$ cat src/rtl/synth_pkg.sv
package synth_pkg;

    // bus widths
    localparam int WB_DW = 32;
    localparam int WB_AW = 6;

    // running status class
    typedef enum logic [2:0] {
        ST_NONE,
        ST_NOTE_OFF,
        ST_NOTE_ON,
        ST_CTRL,
        ST_OTHER
    } midi_status_e;

    // key/controller number first, velocity/value second
    typedef enum logic {
        PH_FIRST,
        PH_SECOND
    } byte_phase_e;

    // word addresses
    typedef enum logic [WB_AW-1:0] {
        ADDR_MIDI_TX      = 6'h00,
        ADDR_ACTIVE       = 6'h01,
        ADDR_KEY_ON       = 6'h02,
        ADDR_LAST_VEL_OFF = 6'h03,
        ADDR_KEY_BASE     = 6'h10,
        ADDR_VEL_BASE     = 6'h20
    } wb_addr_e;

    localparam logic [7:0] KEY_NONE         = 8'hFF;
    localparam logic [7:0] CC_ALL_NOTES_OFF = 8'd123;

endpackage

$ cat src/rtl/midi_msg_if.sv
`timescale 1ns/1ns

interface midi_msg_if import synth_pkg::*; ();

    // one-cycle strobe per data byte
    logic         byte_valid;
    logic [7:0]   data_byte;
    midi_status_e status;
    byte_phase_e  phase;

    modport dec (
        output byte_valid,
        output data_byte,
        output status,
        output phase
    );

    modport stack (
        input byte_valid,
        input data_byte,
        input status,
        input phase
    );

endinterface

$ cat src/rtl/key_event_if.sv
`timescale 1ns/1ns

interface key_event_if #(
    parameter int VOICES = 8
) ();

    localparam int VW = $clog2(VOICES);

    logic [VOICES-1:0]      key_on;
    logic [VOICES-1:0][7:0] key_val;
    logic [VOICES-1:0][7:0] vel_on;
    logic [7:0]             last_vel_off;
    logic [VW:0]            active_keys;
    logic                   note_on;
    // key-off marker, one pulse per released voice
    logic                   off_valid;
    logic [VW-1:0]          off_voice;

    modport stack (
        output key_on, key_val, vel_on, last_vel_off, active_keys,
        output note_on, off_valid, off_voice
    );

    modport rel (
        input key_on, off_valid, off_voice
    );

    modport regs (
        input key_on, key_val, vel_on, last_vel_off, active_keys
    );

endinterface

$ cat src/rtl/midi_status_decoder.sv
`timescale 1ns/1ns

module midi_status_decoder import synth_pkg::*; (
    input  logic       reg_clk,
    input  logic       reset_reg_N,
    input  logic [7:0] byte_in,
    input  logic       byte_strobe,
    midi_msg_if.dec    msg
);

    midi_status_e run_status;
    byte_phase_e  cur_phase;
    midi_status_e new_status;
    logic         is_realtime;
    logic         is_status;
    logic         take_data;

    // real-time bytes may arrive even inside a message
    assign is_realtime = (byte_in >= 8'hF8);
    assign is_status   = byte_in[7];
    assign take_data   = byte_strobe && !is_status && (run_status != ST_NONE);

    // channel is omni so only the high nibble matters
    always_comb begin
        case (byte_in[7:4])
            4'h8:    new_status = ST_NOTE_OFF;
            4'h9:    new_status = ST_NOTE_ON;
            4'hB:    new_status = ST_CTRL;
            default: new_status = ST_OTHER;
        endcase
    end

    always_ff @(posedge reg_clk) begin
        if (!reset_reg_N) begin
            run_status     <= ST_NONE;
            cur_phase      <= PH_FIRST;
            msg.byte_valid <= 1'b0;
        end else begin
            msg.byte_valid <= take_data;
            if (byte_strobe && is_status && !is_realtime) begin
                // F0..F7 also land here and cancel running status
                run_status <= new_status;
                cur_phase  <= PH_FIRST;
            end else if (take_data) begin
                cur_phase <= (cur_phase == PH_FIRST) ? PH_SECOND : PH_FIRST;
            end
        end
    end

    // classified byte that goes with byte_valid
    always_ff @(posedge reg_clk) begin
        if (take_data) begin
            msg.data_byte <= byte_in;
            msg.status    <= run_status;
            msg.phase     <= cur_phase;
        end
    end

    // the note stack never sees a data byte without a status
    a_no_data_without_status: assert property (
        @(posedge reg_clk) disable iff (!reset_reg_N)
        msg.byte_valid |-> msg.status != ST_NONE
    );

endmodule

$ cat src/rtl/note_stack.sv
`timescale 1ns/1ns

module note_stack import synth_pkg::*; #(
    parameter int VOICES = 8
) (
    input  logic              reg_clk,
    input  logic              reset_reg_N,
    midi_msg_if.stack         msg,
    input  logic [VOICES-1:0] voice_free,
    key_event_if.stack        ev
);

    localparam int VW = $clog2(VOICES);

    // key or controller number of the message in progress
    logic [7:0]    cur_note;
    // on_q oldest first, active_keys entries; off_q earliest release first
    logic [VW-1:0] on_q  [VOICES];
    logic [VW-1:0] off_q [VOICES];
    logic [VW:0]   off_cnt;

    logic          free_found;
    logic [VW-1:0] free_idx;
    logic          match_found;
    logic [VW-1:0] match_pos;
    logic [VW-1:0] match_v;
    logic [VW-1:0] alloc_v;
    logic          alloc_in_off;
    logic [VW-1:0] alloc_off_pos;

    logic          second_byte;
    logic          steal;
    logic          do_note_on;
    logic          do_note_off;
    logic          do_all_off;

    assign second_byte = msg.byte_valid && (msg.phase == PH_SECOND);
    assign steal       = (ev.active_keys == VOICES);
    assign do_note_on  = second_byte && (msg.status == ST_NOTE_ON) && (msg.data_byte != 8'd0);
    // velocity 0 on a note-on is a note-off
    assign do_note_off = second_byte && match_found &&
                         ((msg.status == ST_NOTE_OFF) ||
                          ((msg.status == ST_NOTE_ON) && (msg.data_byte == 8'd0)));
    assign do_all_off  = second_byte && (msg.status == ST_CTRL) &&
                         (cur_note == CC_ALL_NOTES_OFF);
    assign match_v     = on_q[match_pos];

    // lowest free voice
    always_comb begin
        free_found = 1'b0;
        free_idx   = '0;
        for (int i = VOICES - 1; i >= 0; i--) begin
            if (voice_free[i]) begin
                free_found = 1'b1;
                free_idx   = VW'(i);
            end
        end
    end

    // oldest sounding voice holding the key
    always_comb begin
        match_found = 1'b0;
        match_pos   = '0;
        for (int i = VOICES - 1; i >= 0; i--) begin
            if ((i < ev.active_keys) && (ev.key_val[on_q[i]] == cur_note)) begin
                match_found = 1'b1;
                match_pos   = VW'(i);
            end
        end
    end

    // steal oldest, else lowest free, else earliest released
    always_comb begin
        if (steal) begin
            alloc_v = on_q[0];
        end else if (free_found) begin
            alloc_v = free_idx;
        end else begin
            alloc_v = off_q[0];
        end
        alloc_in_off  = 1'b0;
        alloc_off_pos = '0;
        for (int j = VOICES - 1; j >= 0; j--) begin
            if ((j < off_cnt) && (off_q[j] == alloc_v)) begin
                alloc_in_off  = 1'b1;
                alloc_off_pos = VW'(j);
            end
        end
    end

    // queues and payload tables
    always_ff @(posedge reg_clk) begin
        if (msg.byte_valid && (msg.phase == PH_FIRST)) begin
            cur_note <= msg.data_byte;
        end
        if (do_note_on) begin
            ev.vel_on[alloc_v] <= msg.data_byte;
            if (steal) begin
                for (int i = 0; i < VOICES - 1; i++) begin
                    on_q[i] <= on_q[i+1];
                end
                on_q[VOICES-1] <= alloc_v;
            end else begin
                on_q[ev.active_keys[VW-1:0]] <= alloc_v;
                if (alloc_in_off) begin
                    for (int j = 0; j < VOICES - 1; j++) begin
                        if (j >= alloc_off_pos) begin
                            off_q[j] <= off_q[j+1];
                        end
                    end
                end
            end
        end
        if (do_note_off) begin
            for (int i = 0; i < VOICES - 1; i++) begin
                if (i >= match_pos) begin
                    on_q[i] <= on_q[i+1];
                end
            end
            off_q[off_cnt[VW-1:0]] <= match_v;
            ev.off_voice           <= match_v;
        end
    end

    always_ff @(posedge reg_clk) begin
        if (!reset_reg_N) begin
            ev.key_on       <= '0;
            ev.key_val      <= {VOICES{KEY_NONE}};
            ev.active_keys  <= '0;
            ev.last_vel_off <= '0;
            ev.note_on      <= 1'b0;
            ev.off_valid    <= 1'b0;
            off_cnt         <= '0;
        end else begin
            ev.note_on   <= 1'b0;
            ev.off_valid <= 1'b0;
            if (do_note_on) begin
                ev.key_on[alloc_v]  <= 1'b1;
                ev.key_val[alloc_v] <= cur_note;
                ev.note_on          <= 1'b1;
                if (!steal) begin
                    ev.active_keys <= ev.active_keys + 1'b1;
                    if (alloc_in_off) begin
                        off_cnt <= off_cnt - 1'b1;
                    end
                end
            end else if (do_note_off) begin
                ev.key_on[match_v]  <= 1'b0;
                ev.key_val[match_v] <= KEY_NONE;
                ev.active_keys      <= ev.active_keys - 1'b1;
                ev.off_valid        <= 1'b1;
                off_cnt             <= off_cnt + 1'b1;
                if (msg.status == ST_NOTE_OFF) begin
                    ev.last_vel_off <= msg.data_byte;
                end
            end else if (do_all_off) begin
                // voices drop straight to free, no release pass
                ev.key_on      <= '0;
                ev.key_val     <= {VOICES{KEY_NONE}};
                ev.active_keys <= '0;
            end
        end
    end

    a_active_bound: assert property (
        @(posedge reg_clk) disable iff (!reset_reg_N)
        ev.active_keys <= VOICES
    );

    a_active_matches_bitmap: assert property (
        @(posedge reg_clk) disable iff (!reset_reg_N)
        $countones(ev.key_on) == ev.active_keys
    );

endmodule

$ cat src/rtl/voice_release.sv
`timescale 1ns/1ns

module voice_release #(
    parameter int VOICES         = 8,
    parameter int RELEASE_CYCLES = 64
) (
    input  logic              reg_clk,
    input  logic              reset_reg_N,
    key_event_if.rel          ev,
    output logic [VOICES-1:0] voice_free
);

    localparam int            VW   = $clog2(VOICES);
    localparam int            CW   = $clog2(RELEASE_CYCLES + 1);
    // counter reaches zero RELEASE_CYCLES after the off pulse
    localparam logic [CW-1:0] LOAD = CW'(RELEASE_CYCLES - 1);

    for (genvar v = 0; v < VOICES; v++) begin : g_voice
        logic [CW-1:0] cnt;
        logic          off_hit;

        assign off_hit = ev.off_valid && (ev.off_voice == VW'(v));

        always_ff @(posedge reg_clk) begin
            if (!reset_reg_N) begin
                cnt <= '0;
            end else if (off_hit) begin
                cnt <= LOAD;
            end else if (ev.key_on[v]) begin
                // re-keyed during release
                cnt <= '0;
            end else if (cnt != '0) begin
                cnt <= cnt - 1'b1;
            end
        end

        // off_hit masks the cycle before the counter loads
        assign voice_free[v] = !ev.key_on[v] && !off_hit && (cnt == '0);

        // a key dropped by a note-off is not free at once
        a_no_free_on_key_drop: assert property (
            @(posedge reg_clk) disable iff (!reset_reg_N)
            $fell(ev.key_on[v]) |-> !voice_free[v] || (ev.key_on == '0)
        );
    end

endmodule

$ cat src/rtl/synth_wb_regs.sv
`timescale 1ns/1ns

module synth_wb_regs import synth_pkg::*; #(
    parameter int VOICES = 8
) (
    input  logic             reg_clk,
    input  logic             reset_reg_N,
    input  logic             wb_cyc,
    input  logic             wb_stb,
    input  logic             wb_we,
    input  logic [WB_AW-1:0] wb_adr,
    input  logic [WB_DW-1:0] wb_dat_w,
    input  logic [3:0]       wb_sel,
    output logic [WB_DW-1:0] wb_dat_r,
    output logic             wb_ack,
    output logic [7:0]       byte_out,
    output logic             byte_strobe,
    key_event_if.regs        ev
);

    localparam int             VW       = $clog2(VOICES);
    localparam logic [WB_AW-1:0] TBL_MASK = 6'h30;

    logic             req;
    logic             ack_done;
    logic             ack_next;
    logic             tbl_hit;
    logic [VW-1:0]    tbl_idx;
    logic [WB_DW-1:0] rd_data;

    assign req      = wb_cyc && wb_stb;
    // one ack per strobe, then wait for stb to drop
    assign ack_next = req && !wb_ack && !ack_done;
    assign tbl_hit  = (wb_adr[3:0] < VOICES);
    assign tbl_idx  = wb_adr[VW-1:0];

    always_comb begin
        rd_data = '0;
        if (wb_adr == ADDR_ACTIVE) begin
            rd_data[VW:0] = ev.active_keys;
        end else if (wb_adr == ADDR_KEY_ON) begin
            rd_data[VOICES-1:0] = ev.key_on;
        end else if (wb_adr == ADDR_LAST_VEL_OFF) begin
            rd_data[7:0] = ev.last_vel_off;
        end else if (((wb_adr & TBL_MASK) == ADDR_KEY_BASE) && tbl_hit) begin
            rd_data[7:0] = ev.key_val[tbl_idx];
        end else if (((wb_adr & TBL_MASK) == ADDR_VEL_BASE) && tbl_hit) begin
            rd_data[7:0] = ev.vel_on[tbl_idx];
        end
    end

    always_ff @(posedge reg_clk) begin
        if (!reset_reg_N) begin
            wb_ack      <= 1'b0;
            ack_done    <= 1'b0;
            byte_strobe <= 1'b0;
        end else begin
            wb_ack      <= ack_next;
            ack_done    <= req && (ack_done || wb_ack);
            byte_strobe <= ack_next && wb_we && (wb_adr == ADDR_MIDI_TX) && wb_sel[0];
        end
    end

    always_ff @(posedge reg_clk) begin
        if (ack_next) begin
            wb_dat_r <= rd_data;
            byte_out <= wb_dat_w[7:0];
        end
    end

    // master must hold the request until acked
    a_ack_in_cycle: assert property (
        @(posedge reg_clk) disable iff (!reset_reg_N)
        wb_ack |-> wb_cyc && wb_stb
    );

endmodule

$ cat src/rtl/synth_voice_ctrl.sv
`timescale 1ns/1ns

module synth_voice_ctrl import synth_pkg::*; #(
    parameter int VOICES         = 8,
    parameter int RELEASE_CYCLES = 64
) (
    input  logic              reg_clk,
    input  logic              reset_reg_N,
    input  logic              wb_cyc,
    input  logic              wb_stb,
    input  logic              wb_we,
    input  logic [WB_AW-1:0]  wb_adr,
    input  logic [WB_DW-1:0]  wb_dat_w,
    input  logic [3:0]        wb_sel,
    output logic [WB_DW-1:0]  wb_dat_r,
    output logic              wb_ack,
    output logic [VOICES-1:0] key_on,
    output logic              note_on_pulse
);

    logic [7:0]        midi_byte;
    logic              midi_strobe;
    logic [VOICES-1:0] voice_free;

    midi_msg_if                      msg_bus ();
    key_event_if #(.VOICES(VOICES))  key_bus ();

    assign key_on        = key_bus.key_on;
    assign note_on_pulse = key_bus.note_on;

    synth_wb_regs #(.VOICES(VOICES)) u_regs (
        .reg_clk(reg_clk), .reset_reg_N(reset_reg_N),
        .wb_cyc(wb_cyc), .wb_stb(wb_stb), .wb_we(wb_we), .wb_adr(wb_adr),
        .wb_dat_w(wb_dat_w), .wb_sel(wb_sel), .wb_dat_r(wb_dat_r), .wb_ack(wb_ack),
        .byte_out(midi_byte), .byte_strobe(midi_strobe), .ev(key_bus.regs)
    );

    midi_status_decoder u_dec (
        .reg_clk(reg_clk), .reset_reg_N(reset_reg_N),
        .byte_in(midi_byte), .byte_strobe(midi_strobe), .msg(msg_bus.dec)
    );

    note_stack #(.VOICES(VOICES)) u_stack (
        .reg_clk(reg_clk), .reset_reg_N(reset_reg_N),
        .msg(msg_bus.stack), .voice_free(voice_free), .ev(key_bus.stack)
    );

    voice_release #(.VOICES(VOICES), .RELEASE_CYCLES(RELEASE_CYCLES)) u_rel (
        .reg_clk(reg_clk), .reset_reg_N(reset_reg_N),
        .ev(key_bus.rel), .voice_free(voice_free)
    );

endmodule

$ cat config.mk
export PLATFORM = sky130hd
export DESIGN_NAME = synth_voice_ctrl
export DESIGN_NICKNAME = d
export VERILOG_FILES = /design/src/rtl/synth_pkg.sv /design/src/rtl/midi_msg_if.sv /design/src/rtl/key_event_if.sv /design/src/rtl/midi_status_decoder.sv /design/src/rtl/note_stack.sv /design/src/rtl/voice_release.sv /design/src/rtl/synth_wb_regs.sv /design/src/rtl/synth_voice_ctrl.sv
export SDC_FILE = /design/constraint.sdc
export NUM_CORES = 1
export LEC_CHECK = 0
export BUFFER_PORTS_ARGS = -buffer_cell sky130_fd_sc_hd__buf_2
export CAP_MARGIN = 20
export CORE_UTILIZATION = 55
export CTS_CLUSTER_SIZE = 16
export DETAILED_ROUTE_END_ITERATION = 12
export GPL_ROUTABILITY_DRIVEN = 0
export PLACE_DENSITY_LB_ADDON = 0.15
export SYNTH_ARGS = -nofsm -noshare
export SYNTH_HDL_FRONTEND = slang
export SYNTH_SLANG_ARGS = --single-unit
$ cat constraint.sdc
create_clock -name reg_clk -period 4.2 [get_ports reg_clk]
set_input_delay 0.84 -clock reg_clk [delete_from_list [all_inputs] [get_ports reg_clk]]
set_output_delay 0.84 -clock reg_clk [all_outputs]
set_load 0.01 [all_outputs]
Word level (Yosys, flattened, before mapping):

Memories as Yosys holds them, arrays and structs flattened.
Cells that the tools add are included.

* register bits after elaboration: 257
* bits in writable memories: 48
* bits of input ports: 47
* output and inout bits: 42
* word-level logic and storage cells: 498
* memories: 2

Memories
* u_stack.off_q: words 8, bits a word 3, rd ports 8, clocked after memory_dff 0, wr ports 7, line note_stack.sv:19 `logic [VW-1:0] off_q [VOICES];`
* u_stack.on_q: words 8, bits a word 3, rd ports 9, clocked after memory_dff 0, wr ports 8, line note_stack.sv:18 `logic [VW-1:0] on_q [VOICES];`

* $add $sub $neg: 12
* order comparisons: 45
* eq/ne operators: 38
* mux-type cells: 203
* bitwise logic cells: 14
* reduce and logical (&&, ||, !) cells: 132

Operators with widths (count)
* 8-bit binary-select mux with 3-bit select: 10
* 64-bit two-way mux: 3
* 8-bit two-way mux: 19
* 6-bit two-way mux: 24
* 64-bit bitwise mux: 2
* 3-bit two-way mux: 37
* 1-bit two-way mux: 94
* 8-bit equality test: 8
* 1-bit logical AND: 64
* 64-bit bitwise OR: 1
* 7-bit zero test: 8
* 7-bit nonzero test: 8
* 7-bit by 1-bit subtractor with 7-bit output, second input constant: 8
* 8-bit demux with 3-bit select: 2
* 3-bit by 4-bit less-than comparator with 1-bit output, second input constant: 11
* 4-bit two-way mux: 9
* 3-bit by 4-bit less-than comparator with 1-bit output, first input constant: 8
* 3-bit nonzero test: 10
* 3-bit OR reduction: 10
* 3-bit equality test: 8
* 1-bit zero test: 20
* 3-bit >= comparator, first input constant: 6
* 4-bit equality test, second input constant: 4
* 1-bit by 4-bit less-than comparator with 1-bit output, first input constant: 4
* other kinds (34): 66

Depth between registers and ports, before layout:

Gate-level depths: netlist of run 1.

* depth in word-level cells: 32
* mapped depth: 18

Modules after synthesis:

Synthesis of run 1 repeated with hierarchy kept, for this count alone.

* cell total of the unflattened synthesis: 1889
* area, all modules: 20181.9 um2

Modules (own cells, without submodules)
* note_stack: instances 1, cells each 1304, area each 14335.0 um2, sequential area each 5495.3 um2
* voice_release: instances 1, cells each 367, area each 3088.0 um2, sequential area each 1121.1 um2
* synth_wb_regs: instances 1, cells each 180, area each 2163.3 um2, sequential area each 540.5 um2
* midi_status_decoder: instances 1, cells each 38, area each 595.6 um2, sequential area each 460.4 um2

Worst setup path before layout of run 1:

Ideal clock, no wire load.

* path type: reg2reg
* from: reg u_stack.ev.active_keys[0]
* to: reg u_stack.ev.key_val[43]
* setup time: 0.141 ns
* data arrival time: 3.734 ns
* required time: 4.059 ns
* setup slack: 0.325 ns
* stages on the path, launching flop included: 16
* path buffers: 4
* cell sequence: dfxtp_1 -> clkbuf_1 -> inv_1 -> ha_1 -> and3b_1 -> clkbuf_1 -> a221o_2 -> o21ai_1 -> nand2_1 -> clkbuf_1 -> inv_1 -> nand2_1 -> nor3_1 -> clkbuf_1 -> mux2i_1 -> o211ai_1

* elaborated cells on any way between the ends: 52

RTL lines
* start: declaration: line key_event_if.sv:20 `output key_on, key_val, vel_on, last_vel_off, active_keys,`
* start signal: assignment: line note_stack.sv:142 `ev.active_keys <= ev.active_keys + 1'b1;`
* start signal: assignment: line note_stack.sv:150 `ev.active_keys <= ev.active_keys - 1'b1;`
* start signal: assignment: line note_stack.sv:167 `ev.active_keys <= VOICES`
* 4-bit equality test (*): line note_stack.sv:38 `assign steal = (ev.active_keys == VOICES);`
* 3-bit two-way mux (*): line note_stack.sv:74 `if (steal) begin`
* named net u_stack.alloc_v[2]: line note_stack.sv:27 `logic [VW-1:0] alloc_v;`
* 3-bit by 4-bit less-than comparator with 1-bit output (not written as such) or 3-bit by 1-bit >= comparator with 1-bit output (tied branches): line note_stack.sv:139 `ev.key_val[alloc_v] <= cur_note;`
* 1-bit logical AND (not written as such): line note_stack.sv:139
* 8-bit two-way mux (not written as such): line note_stack.sv:139
* 8-bit demux with 3-bit select (*)
* 64-bit bitwise mux (*): line note_stack.sv:139
* 64-bit two-way mux (*): line note_stack.sv:137 `if (do_note_on) begin`
* end signal: assignment: line note_stack.sv:128 `ev.key_val <= {VOICES{KEY_NONE}};`
* end signal: indexed assignment: line note_stack.sv:139
* end signal: assignment: line note_stack.sv:159 `ev.key_val <= {VOICES{KEY_NONE}};`
* end: declaration: line key_event_if.sv:20

Mark *: on every way through the listed nets, which the timed path passes. The rest lies on a longest branch.
A chain may end at the register's enable or synchronous reset.

==> flow_summary.toml, run 1 <==
[synth]
synth-adder-area-share_pct = 1.29
synthArstFlopShare_pct = 0
yosys.area_share.simple_pct = 14.5
synth-edff-count = 151
ys_ff_latch = 305
synth-compound-area-share_pct = 14.1
ys_types = 103
muxShareOfSynthArea_pct = 23.2
synthesis.area_um2 = 20400
synth.avg_cell_area_um2 = 10.1
synth_top_cells_by_count = "mux2i_1 (211), nor2_1 (193), dfxtp_1 (154)"
yosys-top-cells-area = "edfxtp_1 (22%), dfxtp_1 (15%), mux2i_1 (10%)"
synth_top_area_cell = "edfxtp_1"
yosysMostFrequentCell = "mux2i_1"
ys_seq_area_share_pct = 37.3
synth_warnings = 0
yosysTopAreaCellShare_pct = 22.2
synth_top_family_by_area = "multiplexers"
syn_inst = 2017
synth_xor_area_share_pct = 3.65
postSynth.topFlopCell = "dfxtp_1"

[sta]
skew_ns = 0.0320
slew_violations = 0
fin_crit_ns = 4.19
worst_pin_slew_ns = 1.02
max_freq_mhz = 239
setup_viol = 0
grt_setup_unrepaired = "yes"
hold_viol = 0
period_share_pct = 99.8
slew_headroom_pct = 31.7
worst_hold_slack_ns = 0.427

[routing]
wl_per_cell_um = 25.5
num_vias = 18119
ant_nets = 0
drt-initial-drc-count = 2269
totalWireLength_mm = 68.4
drc = 1
dr.pass1.iters = 10
viasPerCell = 6.76

[floorplanning]
initial_utilization_pct = 55.9
num_io_pins = 89
die_h_um = 195
rows = 70
fp.coreArea_um2 = 36500
die-area_um2 = 37900
die_width_um = 195

[run_status]
violations = "DRC"
outcome = "finished with violations"

[layout]
utilization_pct = 66.6
syn_to_final_growth_pct = 19.2
final_cells = 2680
layout-drive-gt1-share_pct = 28.1
stdcell_area_um2 = 24300
antenna_cells = 0
final_nets = 2254

[placement]
hpwl_mm = 49.7
dpl_cell_area_um2 = 22600
dp_cells = 2600
port_buffers = 37

[worst_setup_path]
slowest_delay_ns = 0.56
cp_data_required_time_ns = 4.66
worst_ep_arrival_time_ns = 4.66
cp_slowest_cell = "or4_4"
r2r_cells = 15
critPathKind = "reg -> reg"
cp_cell_sequence = "buf_12 > mux2i_1 > mux4_2 > xor2_4 > o211ai_1 > or4_4 > o211ai_1 > and2_4 > mux2_4 > a211oi_4 > buf_6 > inv_4 > a2111o_1 > buf_12 > nand3_1"
end_kind = "flop"
cp-start-kind = "flop"
crit_fanout = 9

[clock_network]
clk_pin_slew_worst_paths_ns = 0.06
numCtsBuffers = 34
cts.htree.levels = 2
cts.sinks = 305
cts_tree = "done"
root_buffer = "clkbuf_16"
cts_buffer_depth = 3
clk_latency_ns = 0.55
holdBufCountCts = 0

[power]
peakVddDrop_uv = 481
leakage_nw = 9.08
total_power_w = 0.00992
power_density_nw_per_um2 = 408

[grt]
grt_pass1_vias = 17416
grtUsageTotal_pct = 35.3
antenna_found_initial = 0
grt_max_degree = 65
grt_pass1_wl_mm = 102
overflow = 0

[job]
maxCapViolations = 0

[min_path]
whs_path_depth = 0
hold_class = "reg -> reg"
## state kept, by name (all words and copies together), names as in the netlist, 3 cells and up
register                 flops
u_stack.ev.key_on            8
u_stack.on_q                24
u_dec.run_status             3
u_rel.g_voice.cnt           56
u_dec.msg.data_byte          8
u_regs.byte_out              8
u_stack.cur_note             8
u_stack.ev.last_vel_off      8
u_stack.ev.active_keys       4
u_stack.off_q               24
u_stack.ev.vel_on           64
u_stack.ev.key_val          64
u_dec.msg.status             3
u_stack.off_cnt              4
u_stack.ev.off_voice         3
u_regs.wb_dat_r              8
## logic make-up after synthesis
family                     count (synthesis)
adders and majority gates                 21
other                                      1
xor gates and xnor gates                  85
muxes                                    354
AOI/OAI and AO/OA                        416
DFF                                      305
and+or+nand+nor                          570
buffers and inverters                    265
## worst max-delay path, delay by kind of cell (launching register included)
kind	cells	cell delay [ns]
AO/OA/AOI/OAI	4	1.08
AND/OR/NAND/NOR	3	0.86
flip-flops	1	0.41
buffers and inverters	4	0.56
XOR/XNOR	1	0.22
multiplexers	3	0.97
## worst paths after layout
check                           from                endpoint  slack (ns)
setup / recovery  u_stack.on_q[7][1]  u_stack.ev.key_val[23]       0.007
hold / removal    u_regs.byte_out[1]  u_dec.msg.data_byte[1]        0.43
setup reg to reg  u_stack.on_q[7][1]  u_stack.ev.key_val[23]       0.007
hold reg to reg   u_regs.byte_out[1]  u_dec.msg.data_byte[1]        0.43
## cell usage in the layout (no fill, tap or decap), types with 16 or more instances in the layout
master	Yosys	routed
clkbuf_16	0	35
a22oi_1	39	39
xnor2_1	53	53
mux2_2	49	48
nor2b_1	19	16
xor2_1	32	31
nor3_1	63	56
a22o_1	18	18
buf_12	0	23
dfxtp_1	154	154
edfxtp_1	151	151
mux4_2	90	90
inv_1	34	33
buf_4	33	266
conb_1	1	24
nand2_1	88	86
nand3_1	38	34
a21oi_1	84	81
o211ai_1	51	51
buf_2	40	37
mux2i_1	211	208
and3_1	22	22
o21ai_0	62	60
or3_1	25	24
nand2b_1	16	16
o22ai_1	35	34
nor2_1	193	191
ha_1	21	21
## routing by layer
metal / up-vias / track usage (%) / share of wire, % / wire [µm]
li1: 7915 / - / - / -
met1: 8803 / 45.6 / 38 / 26000
met2: 1147 / 56.6 / 46 / 31600
met3: 254 / 6.77 / 11 / 7210
met4: 0 / 17.7 / 5.2 / 3530
met5: - / 0 / 0 / 0
## final cells by class
class	instances	area [µm²]
Clock buffer	48	973
Tap cell	468	586
Multi-Input combinational cell	1470	12000
Clock inverter	14	210
Fill cell	2853	12200
Sequential cell	305	7620
Timing Repair Buffer	335	2760
Inverter	40	153
## where the power goes
group / internal, W / switching [W]
combinational: 0.00137 / 0.00189
clock: 0.00183 / 0.00128
sequential: 0.00334 / 0.000206
total: 0.00654 / 0.00337
## per-stage QoR
stage	setup TNS, ns	worst slack [ns]
global placement	-6.39	-0.232
floorplan	0	0.325
CTS	0	0.00953
detailed placement	-7.41	-0.219
global route	-0.747	-0.0728
finish	0	0.00737
## repair_timing
| action | in CTS | in global routing |
|---|---|---|
| buffers inserted | 2 | 13 |
| pin swaps | 3 | 10 |
| resized for setup | 6 | 64 |
| gates cloned | 0 | 2 |
| endpoints found under the setup margin | 88 | 121 |
No activity file was read; power rests on OpenSTA's default activity.
==> run 2, diff against run 1 <==
CORE_UTILIZATION = 46   (was 55)
PLACE_DENSITY = 0.69   (was unset)
PLACE_DENSITY_LB_ADDON = unset   (was 0.15)
==> run 2 against run 1 <==
The flow finishes with violations (setup timing). Cell count rose by 3.2%. Largest cell class unchanged. Clock skew grew 0.0065 ns. Global-route usage decreased by 4.6 points. Clock-buffer cell count up 3. Register-to-register slack worse by 0.05 ns. Sequential power hardly changed. Worst setup slack lost 0.045 ns. Core utilization down 11 points. Combinational power is essentially flat. Sequential share of layout area is 0.22 points higher. Worst hold slack got worse by 0.014 ns. Die area is 19% higher.
==> flow_summary.toml, run 2 (synthesis gave the netlist of run 1 again) <==
[layout]
seqCellArea_um2 = 7620
final_cell_mix = "buf_4 (228), mux2i_1 (209), nor2_1 (190)"
largestRegisters = "u_stack.ev.key_val (64), u_stack.ev.vel_on (64), u_rel.g_voice.cnt (56)"
layout-drive-gt1-share_pct = 26.8
multi_input_area_um2 = 12000
antenna_cells = 0
final_nets = 2221
mostFrequentLayoutCell = "buf_4"
syn_to_final_growth_pct = 18.4
utilization_pct = 55.6
fillers = 3699

[clock_network]
cts_buffer_depth = 3
root_buffer = "clkbuf_16"
cts.htree.levels = 2
cts_tree = "done"
clk_pin_slew_worst_paths_ns = 0.06
cts.sinks = 305
clk_latency_ns = 0.58
numCtsBuffers = 35

[power]
p_sw_w = 0.00338
peakVddDrop_uv = 587
p_seq_share_pct = 36.0
netSwitchingFraction_pct = 34.4
internal-power_w = 0.00646
power_density_nw_per_um2 = 408
pwr-share-comb_pct = 32.8
leakage_nw = 8.89
p_clk_share_pct = 31.2

[run_status]
outcome = "finished with violations"
violations = "setup timing"

[routing]
viasPerCell = 6.54
totalWireLength_mm = 69.0
num_vias = 18075
drc = 0
drt-initial-drc-count = 2215
wl_per_cell_um = 24.9
ant_nets = 0
dr.pass1.iters = 8

[worst_setup_path]
slowest_delay_ns = 0.60
critPathMostFrequentCell = "buf_12"
critPathKind = "reg -> reg"
cp_cell_sequence = "buf_12 > buf_4 > mux2i_1 > a22o_1 > a221oi_2 > xor2_1 > or4_4 > o211ai_1 > and2_4 > mux2_2 > o211a_1 > a2111o_1 > buf_12 > nand3_1"
cp-start-kind = "flop"
cp_slowest_cell = "or4_4"
worst_ep_arrival_time_ns = 4.72
cp_data_required_time_ns = 4.68
crit_fanout = 13
end_kind = "flop"

[floorplanning]
die_width_um = 213
rows = 76
die_h_um = 213
initial_utilization_pct = 47.0
fp.coreArea_um2 = 43500
die-area_um2 = 45200
num_io_pins = 89

[sta]
grt_setup_unrepaired = "yes"
hold_viol = 0
slew_headroom_pct = 33.4
skew_ns = 0.0385
slew_violations = 0
max_freq_mhz = 236
fin_crit_ns = 4.24
worst_pin_slew_ns = 0.990
period_share_pct = 101
fin_tns_setup_ns = -0.170
fin_ws_ns = -0.0379
worst_hold_slack_ns = 0.413
setup_viol = 9

[placement]
port_buffers = 37
hpwl_mm = 49.1

[grt]
antenna_found_initial = 2
grt_pass1_wl_mm = 105
grtUsageTotal_pct = 30.7
grt_pass1_vias = 17404
grt_max_degree = 76
overflow = 0

[min_path]
hold_class = "reg -> reg"

[job]
maxCapViolations = 0
## run 2: cell count changes in the layout (fill, tap and decap cells not counted), moves of 3 or more
| cell | change |
|---|---|
| clkbuf_16 | +3 |
| buf_12 | +6 |
| o311ai_2 | -3 |
| o311ai_1 | +3 |
| clkbuf_8 | -4 |
| nand3_2 | -3 |
| clkbuf_1 | +3 |
| buf_4 | -38 |
| nand3_1 | +4 |
## run 2: critical path, delay by kind of cell, from the launching register on
kind	cells	cell delay, ns
AND/OR/NAND/NOR	3	0.92
multiplexers	2	0.53
buffers and inverters	3	0.57
XOR/XNOR	1	0.15
AO/OA/AOI/OAI	5	1.56
flip-flops	1	0.41
## run 2: timing repair
action,in CTS,in global routing
hold endpoints to repair,0,0
hold buffers,0,0
resized for setup,8,54
pin swaps,6,13
setup buffers,5,19
endpoints found under the setup margin,94,134
## run 2: routing by layer
layer / global-route usage [%] / up-vias / wire length, µm / share of wire, %
met2: 48.2 / 1193 / 30700 / 44
met4: 16.8 / 2 / 4390 / 6.4
li1: - / 7850 / - / -
met3: 7.73 / 283 / 8170 / 12
met5: 0 / - / 13 / 0.019
met1: 38.8 / 8747 / 25700 / 37
## run 2: area by class of cell
class | instances | area share [%]
clock inverter | 13 | 0.456
sequential | 305 | 31.5
clock buffer | 51 | 4.26
tap | 585 | 3.03
timing repair buffer | 301 | 10.6
inverter | 40 | 0.622
multi-input combinational | 1470 | 49.5
## run 2: path summary, 6_finish.rpt
path	to	slack [ns]	startpoint	cells past startpoint
worst max-delay path	u_stack.ev.key_val[18]	-0.04	u_stack.on_q[7][2]	14
worst min-delay path	u_dec.msg.data_byte[2]	0.41	u_regs.byte_out[2]	0
worst max register to register	u_stack.ev.key_val[18]	-0.04	u_stack.on_q[7][2]	14
worst min register to register	u_dec.msg.data_byte[2]	0.41	u_regs.byte_out[2]	0
## run 2: through the flow
| step | area [µm²] | total power, W | setup slack, ns | cells |
|---|---|---|---|---|
| after floorplan | 20500 | 0.00583 | 0.325 | 2040 |
| after global placement | 22500 | 0.00653 | -0.0863 | 2677 |
| after detailed placement | 22500 | 0.00665 | -0.182 | 2677 |
| after CTS | 23800 | 0.00972 | 0.00745 | 2746 |
| after global routing | 24200 | 0.0104 | -0.0783 | 2765 |
| final | 24200 | 0.00985 | -0.0379 | 2765 |
## run 2: power groups by stage
stage / registers, W / logic [W] / clock network [W]
6_report: 0.00355 / 0.00323 / 0.00307
5_1_grt: 0.00358 / 0.00359 / 0.00322
4_1_cts: 0.00354 / 0.00308 / 0.00310
3_5_place_dp: 0.00359 / 0.00305 / 0
3_3_place_gp: 0.00358 / 0.00295 / 0
2_1_floorplan: 0.00355 / 0.00227 / 0
